[src/source/hashPkg.sv]
package hashPkg;

	// ==============================
	// sponge constants
	// ==============================

	localparam int DigestWidth = 64;

	typedef logic [DigestWidth-1:0] digestT;

	// starting state of every bucket hash
	localparam digestT SpongeIv = 64'h6a09e667f3bcc908;

	// rounds run after the last absorbed word
	localparam int HashRounds = 4;

	localparam int RotateAmount = 13;

	// index 0 is also the absorb constant
	localparam logic [0:HashRounds-1][DigestWidth-1:0] RoundConstants = {
		64'h0000000000000001,
		64'h0000000000008082,
		64'h800000000000808a,
		64'h8000000080008000
	};

	// ==============================
	// add-rotate-xor round
	// ==============================

	// add the constant, rotate left, xor back with the input state
	function automatic digestT spongeRound(digestT state, digestT roundConst);
		digestT sum;
		sum = state + roundConst;
		return ((sum << RotateAmount) | (sum >> (DigestWidth - RotateAmount))) ^ state;
	endfunction

endpackage

[src/source/oramPkg.sv]
package oramPkg;

	// ==============================
	// memory words and addressing
	// ==============================

	// one bucket word, also the width fed to the hash engines
	localparam int WordWidth = 64;

	typedef logic [WordWidth-1:0] wordT;

	// word address into the bucket memory
	localparam int AddrWidth = 10;

	typedef logic [AddrWidth-1:0] addrT;

	// ==============================
	// bucket identity
	// ==============================

	localparam int BucketIdWidth = 8;

	typedef logic [BucketIdWidth-1:0] bucketIdT;

	// stored tag waiting for its digest, tagged with the bucket it came from
	typedef struct packed {
		wordT tag;
		bucketIdT bucket;
	} tagEntryT;

endpackage

[src/source/bucketHashEngine.sv]
`timescale 1ns/10ps

module bucketHashEngine #(
	parameter int AbsorbWords = 5
) (
	input logic Clock,
	input logic rst,
	output logic DataInReady,
	input logic DataInValid,
	input oramPkg::wordT DataIn,
	input logic HashOutReady,
	output logic HashOutValid,
	output hashPkg::digestT HashOut
);

	import hashPkg::*;

	localparam int WordCountWidth = $clog2(AbsorbWords + 1);
	localparam int RoundCountWidth = $clog2(HashRounds + 1);

	typedef enum logic [1:0] {
		Absorb,
		Finalize,
		Hold
	} phaseT;

	phaseT phase;
	logic [WordCountWidth-1:0] wordCount;
	logic [RoundCountWidth-1:0] roundCount;
	digestT state;
	digestT roundIn;
	logic dataTake;
	logic lastWord;
	logic lastRound;

	// ==============================
	// handshake
	// ==============================

	// idle is simply absorb with no word taken yet
	assign DataInReady = (phase == Absorb);
	assign HashOutValid = (phase == Hold);
	assign HashOut = state;

	assign dataTake = DataInValid && DataInReady;
	assign lastWord = (wordCount == WordCountWidth'(AbsorbWords - 1));
	assign lastRound = (roundCount == RoundCountWidth'(HashRounds - 1));

	// the word count is folded in on the first finalize round
	assign roundIn = (roundCount == '0) ? (state ^ digestT'(AbsorbWords)) : state;

	// ==============================
	// phase and state update
	// ==============================

	always_ff @(posedge Clock) begin
		if (rst) begin
			phase <= Absorb;
			wordCount <= '0;
			roundCount <= '0;
			state <= SpongeIv;
		end else begin
			case (phase)
				Absorb: begin
					if (dataTake) begin
						state <= spongeRound(state ^ DataIn, RoundConstants[0]);
						if (lastWord) begin
							wordCount <= '0;
							roundCount <= '0;
							phase <= Finalize;
						end else begin
							wordCount <= wordCount + 1'b1;
						end
					end
				end
				Finalize: begin
					state <= spongeRound(roundIn, RoundConstants[roundCount]);
					if (lastRound) begin
						phase <= Hold;
					end else begin
						roundCount <= roundCount + 1'b1;
					end
				end
				Hold: begin
					// valid is high here, so ready alone completes the transfer
					if (HashOutReady) begin
						state <= SpongeIv;
						phase <= Absorb;
					end
				end
				default: begin
					phase <= Absorb;
				end
			endcase
		end
	end

	// the verifier checks readiness once per bucket, then streams words blindly
	assert property (@(posedge Clock) disable iff (rst) DataInValid |-> DataInReady)
		else $error("word offered to a busy hash engine");

endmodule

[config.mk]
export PLATFORM = sky130hd
export DESIGN_NAME = bucketHashEngine
export DESIGN_NICKNAME = d
export VERILOG_FILES = /design/src/source/hashPkg.sv /design/src/source/oramPkg.sv /design/src/source/bucketHashEngine.sv
export SDC_FILE = /design/constraint.sdc
export NUM_CORES = 1
export LEC_CHECK = 0
export BUFFER_PORTS_ARGS = -buffer_cell sky130_fd_sc_hd__buf_2
export CAP_MARGIN = 10
export CORE_MARGIN = 3
export CORE_UTILIZATION = 55
export CTS_CLUSTER_SIZE = 14
export DETAILED_ROUTE_END_ITERATION = 16
export GPL_TIMING_DRIVEN = 0
export PLACE_DENSITY_LB_ADDON = 0.1
export SYNTH_ARGS = -nofsm -noshare
export SYNTH_HDL_FRONTEND = slang
export SYNTH_SLANG_ARGS = --single-unit
[constraint.sdc]
create_clock -name Clock -period 4.4 [get_ports Clock]
set_clock_uncertainty 0.05 [all_clocks]
set_input_delay 0.22 -clock Clock [delete_from_list [all_inputs] [get_ports Clock]]
set_output_delay 0.22 -clock Clock [all_outputs]
set_load 0.02 [all_outputs]
==> summary.md <==
| Metric | Value |
|---|---|
| Final net count | about 1300 |
| Pins Over Slew Limit | 0 |
| Asr flop ratio synth | 0% |
| CTS Buffer Depth | 2 |
| Remaining DRCs | 0 |
| Final Cell Area | 9338 um^2 |
| Crit path to | HashOut[32]$_SDFFE_PP1P_ |
| Top post-synthesis cells by count | 216 x xnor2_1, 82 x nor2_1, 74 x clkbuf_1 |
| Mapped Area | 8113 um^2 |
| Largest net degree at the start of global routing | 12 |
| Final Power | 0.004315 W |
| LEAKAGE | between 3 and 4 nW |
| CP arrival | 4450 ps |
| Register area share after synthesis | 17.77% |
| Max Freq | between 0.2 and 0.25 GHz |
| Crit path largest cell delay | between 900 and 1000 ps |
| Worst-path cell chain | inv_1, ha_1, nor2b_1, nor3_1, o21ai_0, nor2_1, clkbuf_1, o21ai_0, o21ai_0, a21oi_1 |
| CP Capture Type | flop |
| Average size of a mapped cell | 7.632 um^2 |
| Endpoints failing setup | 0 |
| Post-DP Area | ~9000 um^2 |
| Final Core Density | 65.99% |
| Initial Utilization | 57.33% |
| Outcome | finished clean |
| Worst r2r dst | HashOut[32]$_SDFFE_PP1P_ |
| Vias in the first global route | 8605 |
| Fin crit share | 96.67% |
| Seq cells post-synth | 72 |
| Multi-input logic area | 6226 um^2 |
| Most common cell in the netlist | xnor2_1 |
| Post-DP HPWL | 27080 um |
| Via count of the routed design | 9394 |
| GRT Total Usage | 42.80% |
| Worst Setup Path Type | flop to flop |
| RSZ-0062 raised after global routing | no |
| Remaining Overflow, GRT | 0 |
| DR vias/cell | 6.744 |
| H-tree levels | 3 |
| Clock transition at path regs | roughly 60 ps |
| Antenna violations before repair | 0 |
| Ys flop type | dfxtp_1 |
| PortBufs | ~130 |
| Post-Syn Nets | roughly 1200 |
| Crit path launch type | flop |
| Area grow syn2layout | 15.10% |
| Hold Startpoint | DataInValid |
| FP Rows | 43 |
| Post-synth EDFFs | 0 |
| R2R Setup Slk | 150 ps |
| Library cells used by synthesis | 76 |
| Ports | approximately 130 |
| Critical Path RT | 4600 ps |
| Hold Crit Class | primary input to flop |
| Ant. Diodes | 0 |
| Placer Congestion | 1.079 |
| Root Buffer | clkbuf_16 |
| Worst-margin pin slew | about 1200 ps |
| Reg2reg start | phase[0]$_SDFFE_PP0P_ |
| Area leader, netlist | xnor2_1 |
| Fin. Hold Viols | 0 |
| Drt first-iter violations | 1618 |
| Mapped Cells | 1063 |
| Combined flip-flop and latch cell area | 1441 um^2 |
| Drt wl/cell | 25.64 um |
| Die W | 127.5 um |
| Total negative slack | 0 ps |
| CP max FO | 10 |
| Area of the core | between 10000 and 15000 um^2 |
| Cts bufs inserted | 9 |
| Clock Sinks | 72 |
| PwrDens | 462.1 nW/um^2 |
| Largest cells by area after synthesis | xnor2_1 23%, dfxtp_1 18%, xor2_1 6.8% |
| First-pass GRT wire length | between 50000 and 60000 um |
| Slew headroom | 20.90% |
| Die area | about 16000 um^2 |
| FF-to-FF path depth | 10 |
| ANT nets after route | 0 |
| Drt first pass iters | 6 |
| Fraction of layout cells with a size suffix above 1 | 15.09% |
| VDD IR max | 0.2607 mV |
| Max cap viols | 0 |
| Routed WL | 35720 um |
| Minimum clock period | 4254 ps |
| Slowest CP cell | nor2_1 |
| Die span in y | 127.5 um |
| Yosys warnings | 0 |
| Fill cells | 1260 |
| Synth top area share | 23.32% |
| CP most frequent cell | o21ai_0 |
| Clock latency on the worst-skew pair | 350 ps |
| Worst Setup SP | phase[0]$_SDFFE_PP0P_ |
| CTS tree | built |
## stage by stage
| step | instances | hold slack, ps | worst slack [ps] |
|---|---|---|---|
| 2_1_floorplan | 1063 | 347.8 | 1196 |
| 3_3_place_gp | 1376 | 444.2 | 69.59 |
| 3_5_place_dp | 1376 | 449.7 | 49.74 |
| 4_1_cts | 1392 | 146.2 | 57.94 |
| 5_1_grt | 1393 | 150.2 | 9.096 |
| 6_report | 1393 | 149.0 | 146.5 |
## cell families after synthesis
group	synth area share (%)
and+or+nand+nor	20.45
xor gates and xnor gates	31.14
muxes	1.002
DFF	17.77
AOI/OAI and AO/OA	20.99
buffers and inverters	5.629
adders and majority gates	3.023
## how the worst min path moves through the flow
stage | end | slack [ps] | cells past startpoint
2_1_floorplan | wordCount[2]$_SDFFE_PP0P_ | 350 | 2
3_3_place_gp | wordCount[2]$_SDFFE_PP0P_ | 440 | 2
3_5_place_dp | wordCount[2]$_SDFFE_PP0P_ | 450 | 2
4_1_cts | wordCount[2]$_SDFFE_PP0P_ | 150 | 3
5_1_grt | wordCount[2]$_SDFFE_PP0P_ | 150 | 3
6_report | wordCount[2]$_SDFFE_PP0P_ | 150 | 3
## report_power, final
part	switching (W)	leakage, nW	internal (W)
sequential	0.000158	0.596	0.000775
combinational	0.00156	2.64	0.000994
clock	0.000319	0.154	0.000513
total	0.00203	3.39	0.00228
## routing by layer
layer	track usage (%)	wire [um]	vias up
met5	0	0	-
met4	25.62	2526	0
met3	12.17	5413	180
met2	62.81	14620	821
met1	55.53	13170	4309
li1	-	-	4084
## worst max-delay path, delay by kind of cell, from the launching register on
kind	cells	cell delay, ps
buffers and inverters	2	760
adders and majority gates	1	360
AOI/OAI and AO/OA	4	1130
and+or+nand+nor	3	1470
DFF	1	380
## cell usage in the layout, fill, tap and decap left out, types with 17 or more instances in the layout
| master | Yosys | routed |
|---|---|---|
| a21oi_1 | 53 | 53 |
| buf_2 | 8 | 141 |
| clkbuf_1 | 74 | 77 |
| dfxtp_1 | 72 | 72 |
| ha_1 | 18 | 18 |
| inv_1 | 26 | 26 |
| nand2_1 | 48 | 48 |
| nand3_1 | 30 | 30 |
| nand4_1 | 17 | 17 |
| nor2_1 | 82 | 82 |
| nor3_1 | 33 | 32 |
| o21ai_0 | 62 | 62 |
| xnor2_1 | 216 | 216 |
| xor2_1 | 63 | 63 |
## flip-flops by register name, indices dropped and copies added, names as in the netlist
signal      count
roundCount      3
wordCount       3
HashOut        64
phase           2
## layout make-up
class / count / share of cell area [%]
Sequential cell: 72 / 15.44
Buffer: 87 / 3.846
Tap cell: 180 / 2.412
Clock inverter: 3 / 0.6968
Clock buffer: 13 / 2.680
Timing Repair Buffer: 134 / 7.209
Multi-Input combinational cell: 878 / 66.68
Inverter: 26 / 1.045
## timing repair
item	CTS	global route
hold buffers	0	0
endpoints found under the setup margin	0	6
setup buffers	0	1
gates resized for setup	0	2
No activity file was read; power rests on OpenSTA's default activity.
