[src/source/hashPkg.sv]
package hashPkg;

	// ==============================
	// sponge constants
	// ==============================

	localparam int DigestWidth = 64;

	typedef logic [DigestWidth-1:0] digestT;

	// starting state of every bucket hash
	localparam digestT SpongeIv = 64'h6a09e667f3bcc908;

	// rounds run after the last absorbed word
	localparam int HashRounds = 4;

	localparam int RotateAmount = 13;

	// index 0 is also the absorb constant
	localparam logic [0:HashRounds-1][DigestWidth-1:0] RoundConstants = {
		64'h0000000000000001,
		64'h0000000000008082,
		64'h800000000000808a,
		64'h8000000080008000
	};

	// ==============================
	// add-rotate-xor round
	// ==============================

	// add the constant, rotate left, xor back with the input state
	function automatic digestT spongeRound(digestT state, digestT roundConst);
		digestT sum;
		sum = state + roundConst;
		return ((sum << RotateAmount) | (sum >> (DigestWidth - RotateAmount))) ^ state;
	endfunction

endpackage

[src/source/oramPkg.sv]
package oramPkg;

	// ==============================
	// memory words and addressing
	// ==============================

	// one bucket word, also the width fed to the hash engines
	localparam int WordWidth = 64;

	typedef logic [WordWidth-1:0] wordT;

	// word address into the bucket memory
	localparam int AddrWidth = 10;

	typedef logic [AddrWidth-1:0] addrT;

	// ==============================
	// bucket identity
	// ==============================

	localparam int BucketIdWidth = 8;

	typedef logic [BucketIdWidth-1:0] bucketIdT;

	// stored tag waiting for its digest, tagged with the bucket it came from
	typedef struct packed {
		wordT tag;
		bucketIdT bucket;
	} tagEntryT;

endpackage

[src/source/integrityVerifier.sv]
`timescale 1ns/10ps

module integrityVerifier #(
	parameter int NumEngines = 3,
	parameter int BucketWords = 4,
	parameter int FifoDepth = 4
) (
	input logic Clock,
	input logic rst,
	input logic Start,
	input oramPkg::bucketIdT FirstBucket,
	input oramPkg::bucketIdT BucketCount,
	output logic ReadRequest,
	output oramPkg::addrT ReadAddress,
	input oramPkg::wordT ReadData,
	input logic [NumEngines-1:0] DataInReady,
	output logic [NumEngines-1:0] DataInValid,
	output oramPkg::wordT DataIn,
	input logic [NumEngines-1:0] HashOutValid,
	input hashPkg::digestT HashOut [NumEngines],
	output logic [NumEngines-1:0] HashOutReady,
	output logic ResultValid,
	output oramPkg::bucketIdT ResultBucket,
	output logic ResultOk,
	output logic Done
);

	import oramPkg::*;

	localparam int TurnWidth = (NumEngines > 1) ? $clog2(NumEngines) : 1;
	localparam int IdxWidth = $clog2(BucketWords + 1);
	localparam int PendWidth = $clog2(FifoDepth + 1);

	logic busy;
	logic inBucket;
	logic [IdxWidth-1:0] wordIdx;
	addrT baseAddr;
	bucketIdT issueBucket;
	bucketIdT bucketsLeft;
	bucketIdT resultsLeft;
	logic [PendWidth-1:0] pendingTags;
	logic [TurnWidth-1:0] InTurn;
	logic [TurnWidth-1:0] OutTurn;
	logic canStart;
	logic tagRead;

	// read response stage, one cycle behind the request
	logic respValid;
	logic respIsTag;
	logic [TurnWidth-1:0] respEngine;
	bucketIdT respBucket;

	logic digestTaken;
	logic lastResult;
	tagEntryT headTag;
	logic Empty;

	// ==============================
	// bucket fetch sequencer
	// ==============================

	// a bucket starts only when its engine is free and its tag has a queue slot;
	// the engine still taking the previous id word does not count as free
	assign canStart = busy && (bucketsLeft != '0) && !inBucket && DataInReady[InTurn]
		&& !(respValid && respEngine == InTurn)
		&& (pendingTags != PendWidth'(FifoDepth));

	assign ReadRequest = inBucket || canStart;
	assign ReadAddress = baseAddr + addrT'(wordIdx);
	assign tagRead = ReadRequest && (wordIdx == IdxWidth'(BucketWords));

	always_ff @(posedge Clock) begin
		if (rst) begin
			busy <= 1'b0;
			inBucket <= 1'b0;
			wordIdx <= '0;
			bucketsLeft <= '0;
			InTurn <= '0;
		end else begin
			if (Start && !busy && BucketCount != '0) begin
				busy <= 1'b1;
				baseAddr <= addrT'(FirstBucket) * addrT'(BucketWords + 1);
				issueBucket <= FirstBucket;
				bucketsLeft <= BucketCount;
			end else if (lastResult) begin
				busy <= 1'b0;
			end
			if (tagRead) begin
				inBucket <= 1'b0;
				wordIdx <= '0;
				baseAddr <= baseAddr + addrT'(BucketWords + 1);
				issueBucket <= issueBucket + 1'b1;
				bucketsLeft <= bucketsLeft - 1'b1;
				InTurn <= (InTurn == TurnWidth'(NumEngines - 1)) ? '0 : InTurn + 1'b1;
			end else if (ReadRequest) begin
				inBucket <= 1'b1;
				wordIdx <= wordIdx + 1'b1;
			end
		end
	end

	// ==============================
	// dispatch to engines
	// ==============================

	always_ff @(posedge Clock) begin
		if (rst) begin
			respValid <= 1'b0;
		end else begin
			respValid <= ReadRequest;
		end
		respIsTag <= tagRead;
		respEngine <= InTurn;
		respBucket <= issueBucket;
	end

	// the tag slot is replaced by the bucket id, so the id follows the last data word
	assign DataIn = respIsTag ? wordT'(respBucket) : ReadData;

	always_comb begin
		for (int k = 0; k < NumEngines; k++) begin
			DataInValid[k] = respValid && (respEngine == TurnWidth'(k));
			HashOutReady[k] = (OutTurn == TurnWidth'(k));
		end
	end

	pendingFifo #(
		.PayloadType(tagEntryT),
		.Depth(FifoDepth)
	) tagQueue_i (
		.Clock(Clock),
		.rst(rst),
		.Push(respValid && respIsTag),
		.PushData('{tag: ReadData, bucket: respBucket}),
		.Pop(digestTaken),
		.PopData(headTag),
		.Full(),
		.Empty(Empty)
	);

	// ==============================
	// digest comparison
	// ==============================

	assign digestTaken = HashOutValid[OutTurn] && HashOutReady[OutTurn];

	always_ff @(posedge Clock) begin
		if (rst) begin
			OutTurn <= '0;
			pendingTags <= '0;
			resultsLeft <= '0;
			ResultValid <= 1'b0;
			lastResult <= 1'b0;
			Done <= 1'b0;
		end else begin
			if (digestTaken) begin
				OutTurn <= (OutTurn == TurnWidth'(NumEngines - 1)) ? '0 : OutTurn + 1'b1;
			end
			// slots are claimed at bucket start, freed when the digest arrives
			if (canStart && !digestTaken) begin
				pendingTags <= pendingTags + 1'b1;
			end else if (digestTaken && !canStart) begin
				pendingTags <= pendingTags - 1'b1;
			end
			if (Start && !busy) begin
				resultsLeft <= BucketCount;
			end else if (digestTaken) begin
				resultsLeft <= resultsLeft - 1'b1;
			end
			ResultValid <= digestTaken;
			lastResult <= digestTaken && (resultsLeft == bucketIdT'(1));
			Done <= lastResult;
		end
		ResultOk <= (HashOut[OutTurn] == headTag.tag);
		ResultBucket <= headTag.bucket;
	end

	// the tag is queued while the engine is still finalizing
	assert property (@(posedge Clock) disable iff (rst) digestTaken |-> !Empty)
		else $error("digest arrived before its stored tag");

endmodule

[src/source/pendingFifo.sv]
`timescale 1ns/10ps

module pendingFifo #(
	parameter type PayloadType = logic [63:0],
	parameter int Depth = 4
) (
	input logic Clock,
	input logic rst,
	input logic Push,
	input PayloadType PushData,
	input logic Pop,
	output PayloadType PopData,
	output logic Full,
	output logic Empty
);

	localparam int PtrWidth = (Depth > 1) ? $clog2(Depth) : 1;
	localparam int CountWidth = $clog2(Depth + 1);

	PayloadType slots [Depth];
	logic [PtrWidth-1:0] writePtr;
	logic [PtrWidth-1:0] readPtr;
	logic [CountWidth-1:0] count;

	assign Full = (count == CountWidth'(Depth));
	assign Empty = (count == '0);

	// show-ahead, head entry always visible
	assign PopData = slots[readPtr];

	always_ff @(posedge Clock) begin
		if (Push) begin
			slots[writePtr] <= PushData;
		end
	end

	always_ff @(posedge Clock) begin
		if (rst) begin
			writePtr <= '0;
			readPtr <= '0;
			count <= '0;
		end else begin
			if (Push) begin
				writePtr <= (writePtr == PtrWidth'(Depth - 1)) ? '0 : writePtr + 1'b1;
			end
			if (Pop) begin
				readPtr <= (readPtr == PtrWidth'(Depth - 1)) ? '0 : readPtr + 1'b1;
			end
			if (Push && !Pop) begin
				count <= count + 1'b1;
			end else if (Pop && !Push) begin
				count <= count - 1'b1;
			end
		end
	end

	assert property (@(posedge Clock) disable iff (rst) Push |-> !Full)
		else $error("push into a full queue");

	assert property (@(posedge Clock) disable iff (rst) Pop |-> !Empty)
		else $error("pop from an empty queue");

endmodule

[config.mk]
export PLATFORM = sky130hd
export DESIGN_NAME = integrityVerifier
export DESIGN_NICKNAME = d
export VERILOG_FILES = /design/src/source/hashPkg.sv /design/src/source/oramPkg.sv /design/src/source/integrityVerifier.sv /design/src/source/pendingFifo.sv
export SDC_FILE = /design/constraint.sdc
export NUM_CORES = 1
export LEC_CHECK = 0
export ABC_CLOCK_PERIOD_IN_PS = 4940
export BUFFER_PORTS_ARGS = -buffer_cell sky130_fd_sc_hd__buf_2
export CAP_MARGIN = 15
export CORE_MARGIN = 4
export CORE_UTILIZATION = 30
export CTS_CLUSTER_SIZE = 8
export DETAILED_ROUTE_END_ITERATION = 8
export PLACE_DENSITY_LB_ADDON = 0.25
export RECOVER_POWER = 100
export SLEW_MARGIN = 5
export SYNTH_ARGS = -nofsm -noshare
export SYNTH_HDL_FRONTEND = slang
export SYNTH_SLANG_ARGS = --single-unit
[constraint.sdc]
create_clock -name Clock -period 4.94 [get_ports Clock]
set_input_delay 0.741 -clock Clock [delete_from_list [all_inputs] [get_ports Clock]]
set_output_delay 0.741 -clock Clock [all_outputs]
set_load 0.03 [all_outputs]
==> impl_metrics.json <==
{
  "status": "complete, but fails checks",
  "violations": "max-capacitance violations, max-slew violations",
  "ys_warn_count": 0,
  "dpl.hpwl_mm": 33.9,
  "synth.most_common_cell": "edfxtp_1",
  "dieArea_um2": 59200,
  "clkPwrFrac_pct": 42.2,
  "core_area_um2": 55000,
  "rsz0062_at_grt": "false",
  "cp-start-kind": "flop",
  "max_freq_mhz": 261,
  "vias": 10676,
  "cts_hold_buf": 0,
  "syn-num-nets": 1399,
  "die_x_um": 243,
  "synth_edf_count": 306,
  "p_switching_mw": 1.96,
  "drt_wl_total_mm": 47.5,
  "hold_class": "in -> reg",
  "synth_common_cells": "edfxtp_1 (306), xor2_1 (84), mux4_2 (72)",
  "timing.final.max_slew_violations": 289,
  "worstHoldStart": "HashOutValid[1]",
  "drive_gt1_share_pct": 24.7,
  "max_stage_delay_ps": 1420,
  "ys_seq_elements": 364,
  "syn_inst": 1087,
  "synth_seq_area_share_pct": 62.3,
  "cts.sinks": 364,
  "drtIter0Drc": 487,
  "setup_viol_count_final": 0,
  "cts_root_buf": "clkbuf_16",
  "fin_crit_ps": 3830,
  "rows": 86,
  "viasPerCell": 4.73,
  "final_area_um2": 20600,
  "clkLatencyLatePin_ps": 580,
  "place.gp.congestion": 0.880,
  "max_slew_margin_pct": -76.8,
  "ir_drop_uv": 241,
  "final.period_utilization_pct": 77.6,
  "grt_pass1_vias": 11268,
  "cap_violations": 6,
  "io_pins": 373,
  "port-buffer-count": 372,
  "rrSetupSlack_ps": 1110,
  "synthToLayoutAreaGrowth_pct": 23.8,
  "syn_area_um2": 16600,
  "place_area_um2": 19300,
  "worst_hold_path.endpoint": "OutTurn[0]",
  "finalClockSkew_ps": 14.6,
  "drc_errors": 0,
  "async_flop_share_pct": 0,
  "grt_pass1_wl_mm": 69.7,
  "end_kind": "flop",
  "grt_use_total_pct": 15.5,
  "leakage_nw": 7.04,
  "crit_required_ps": 5130,
  "hold_depth": 2,
  "reg2regPathDepth": 2,
  "antenna_found_initial": 1,
  "cts_setup_buffers": 0,
  "critPathMaxFanout": 70,
  "initial_core_util_pct": 30.2,
  "dr.pass1.iters": 4,
  "stdcell_count": 2257,
  "path_clk_slew_ps": 50,
  "cp_slowest_cell": "and3_2",
  "die_y_um": 243,
  "crit_chain": "and3_2 > clkbuf_1",
  "hold_viol_final": 0,
  "arrival_ps": 4020,
  "cts_max_level": 2,
  "syn_area_per_cell_um2": 15.3,
  "timing.rr.end": "tagQueue_i.slots[1][27]",
  "gr-total-overflow": 0,
  "grt_max_degree": 71,
  "ys_top_cells_by_area": "edfxtp_1 (55%), mux4_2 (9.8%), dfxtp_1 (7.0%)",
  "synth_top_area_cell": "edfxtp_1",
  "max_slew.worst_pin.slew_ps": 2650,
  "fin_tns_setup_ps": 0,
  "numCtsBuffers": 51,
  "synth_top_area_share_pct": 55.3,
  "p_int_mw": 5.79,
  "cts_tree": "built",
  "cts_resized": 0,
  "power_density_nw_per_um2": 376,
  "wl_per_cell_um": 21.0,
  "ys_types": 47,
  "switching_share_pct": 25.3,
  "antenna_cells": 0,
  "clockBufferDepth": 3,
  "place_inst": 2164,
  "nets": 1781,
  "rr_startpoint": "respIsTag",
  "worst-setup-path-type": "reg -> reg",
  "antenna_left": 0,
  "dominantRegCellSynth": "edfxtp_1",
  "seqPwrFrac_pct": 44.9,
  "p_comb_share_pct": 12.9
}
## cell families (layout without fill, tap and decap cells)
kind of cell               Yosys count  after routing  share of synthesized area [%]
DFF                                364            364                           62.3
and+or+nand+nor                    217            217                           7.12
muxes                              150            150                           14.5
AOI/OAI and AO/OA                  139            139                           6.05
xor gates and xnor gates           101            101                           5.32
buffers and inverters               85            507                           2.23
adders and majority gates           31             31                           2.47
## flip-flops by register name, summed over array words and instances, names as in the netlist, 3 cells and up, named ones only
| name | count |
|---|---|
| ResultBucket | 8 |
| baseAddr | 10 |
| bucketsLeft | 8 |
| issueBucket | 8 |
| pendingTags | 3 |
| respBucket | 8 |
| resultsLeft | 8 |
| tagQueue_i.slots | 288 |
| wordIdx | 3 |
## how the worst max path moves through the flow
stage	end	slack (ps)	from	depth (start not counted)
3_3_place_gp	ResultOk	1820	flop	6
6_report	tagQueue_i.slots[1][27]	1110	respIsTag	2
5_1_grt	tagQueue_i.slots[0][31]	760	respIsTag	2
2_1_floorplan	tagQueue_i.slots[0][0]	2080	respIsTag	2
4_1_cts	ReadAddress[8]	1550	baseAddr[0]	9
3_5_place_dp	pendingTags[2]	1790	OutTurn[1]	10
## final cells by class
class / instances / area [um2]
repair buffers: 390 / 1790
flip-flops and latches: 364 / 10400
clock buffers: 91 / 1460
well taps: 748 / 936
inverters: 24 / 90.1
fillers: 5305 / 34400
clock inverters: 2 / 50.0
multi-input cells: 638 / 5890
## per-stage QoR
| step | hold WS [ps] | power [mW] | utilization [%] | worst slack (ps) |
|---|---|---|---|---|
| global route | 363 | 8.07 | 37.4 | 761 |
| CTS | 315 | 7.89 | 37.9 | 1550 |
| finish | 375 | 7.74 | 37.4 | 1110 |
| detailed placement | 391 | 4.58 | 35.2 | 1790 |
| floorplan | 368 | 4.17 | - | 2080 |
| global placement | 390 | 4.57 | 35.2 | 1820 |
## power by group through the flow
stage	registers, mW	clock network [mW]	logic (mW)
floorplan	3.49	0	0.681
global route	3.48	3.49	1.10
CTS	3.48	3.37	1.05
detailed placement	3.54	0	1.04
finish	3.47	3.27	1.00
global placement	3.53	0	1.03
## critical path: cells and delay by family, from the launching register on
| family | cells | cell delay, ps |
|---|---|---|
| simple gates | 1 | 1420 |
| buf+inv | 1 | 980 |
| flops | 1 | 950 |
## per-layer routing
metal,global-route usage (%),share of wire (%),routed length [um],vias up
met5,0,0,0,-
met4,4.60,2.2,1050,0
met3,3.47,6.4,3040,63
met2,26.3,49,23100,343
met1,20.0,43,20300,5290
li1,-,-,-,4980
## cells in the final DEF (no fill, tap or decap), drive strengths merged, types with 42 or more instances in the layout
master,netlist,layout
edfxtp,306,306
clkbuf,37,252
buf,24,229
xor2,84,84
mux4,72,72
mux2i,69,69
o2bb2ai,65,65
nor2b,62,62
dfxtp,58,58
nand2,42,42
Note: power is estimated with default switching activity, not from simulation.
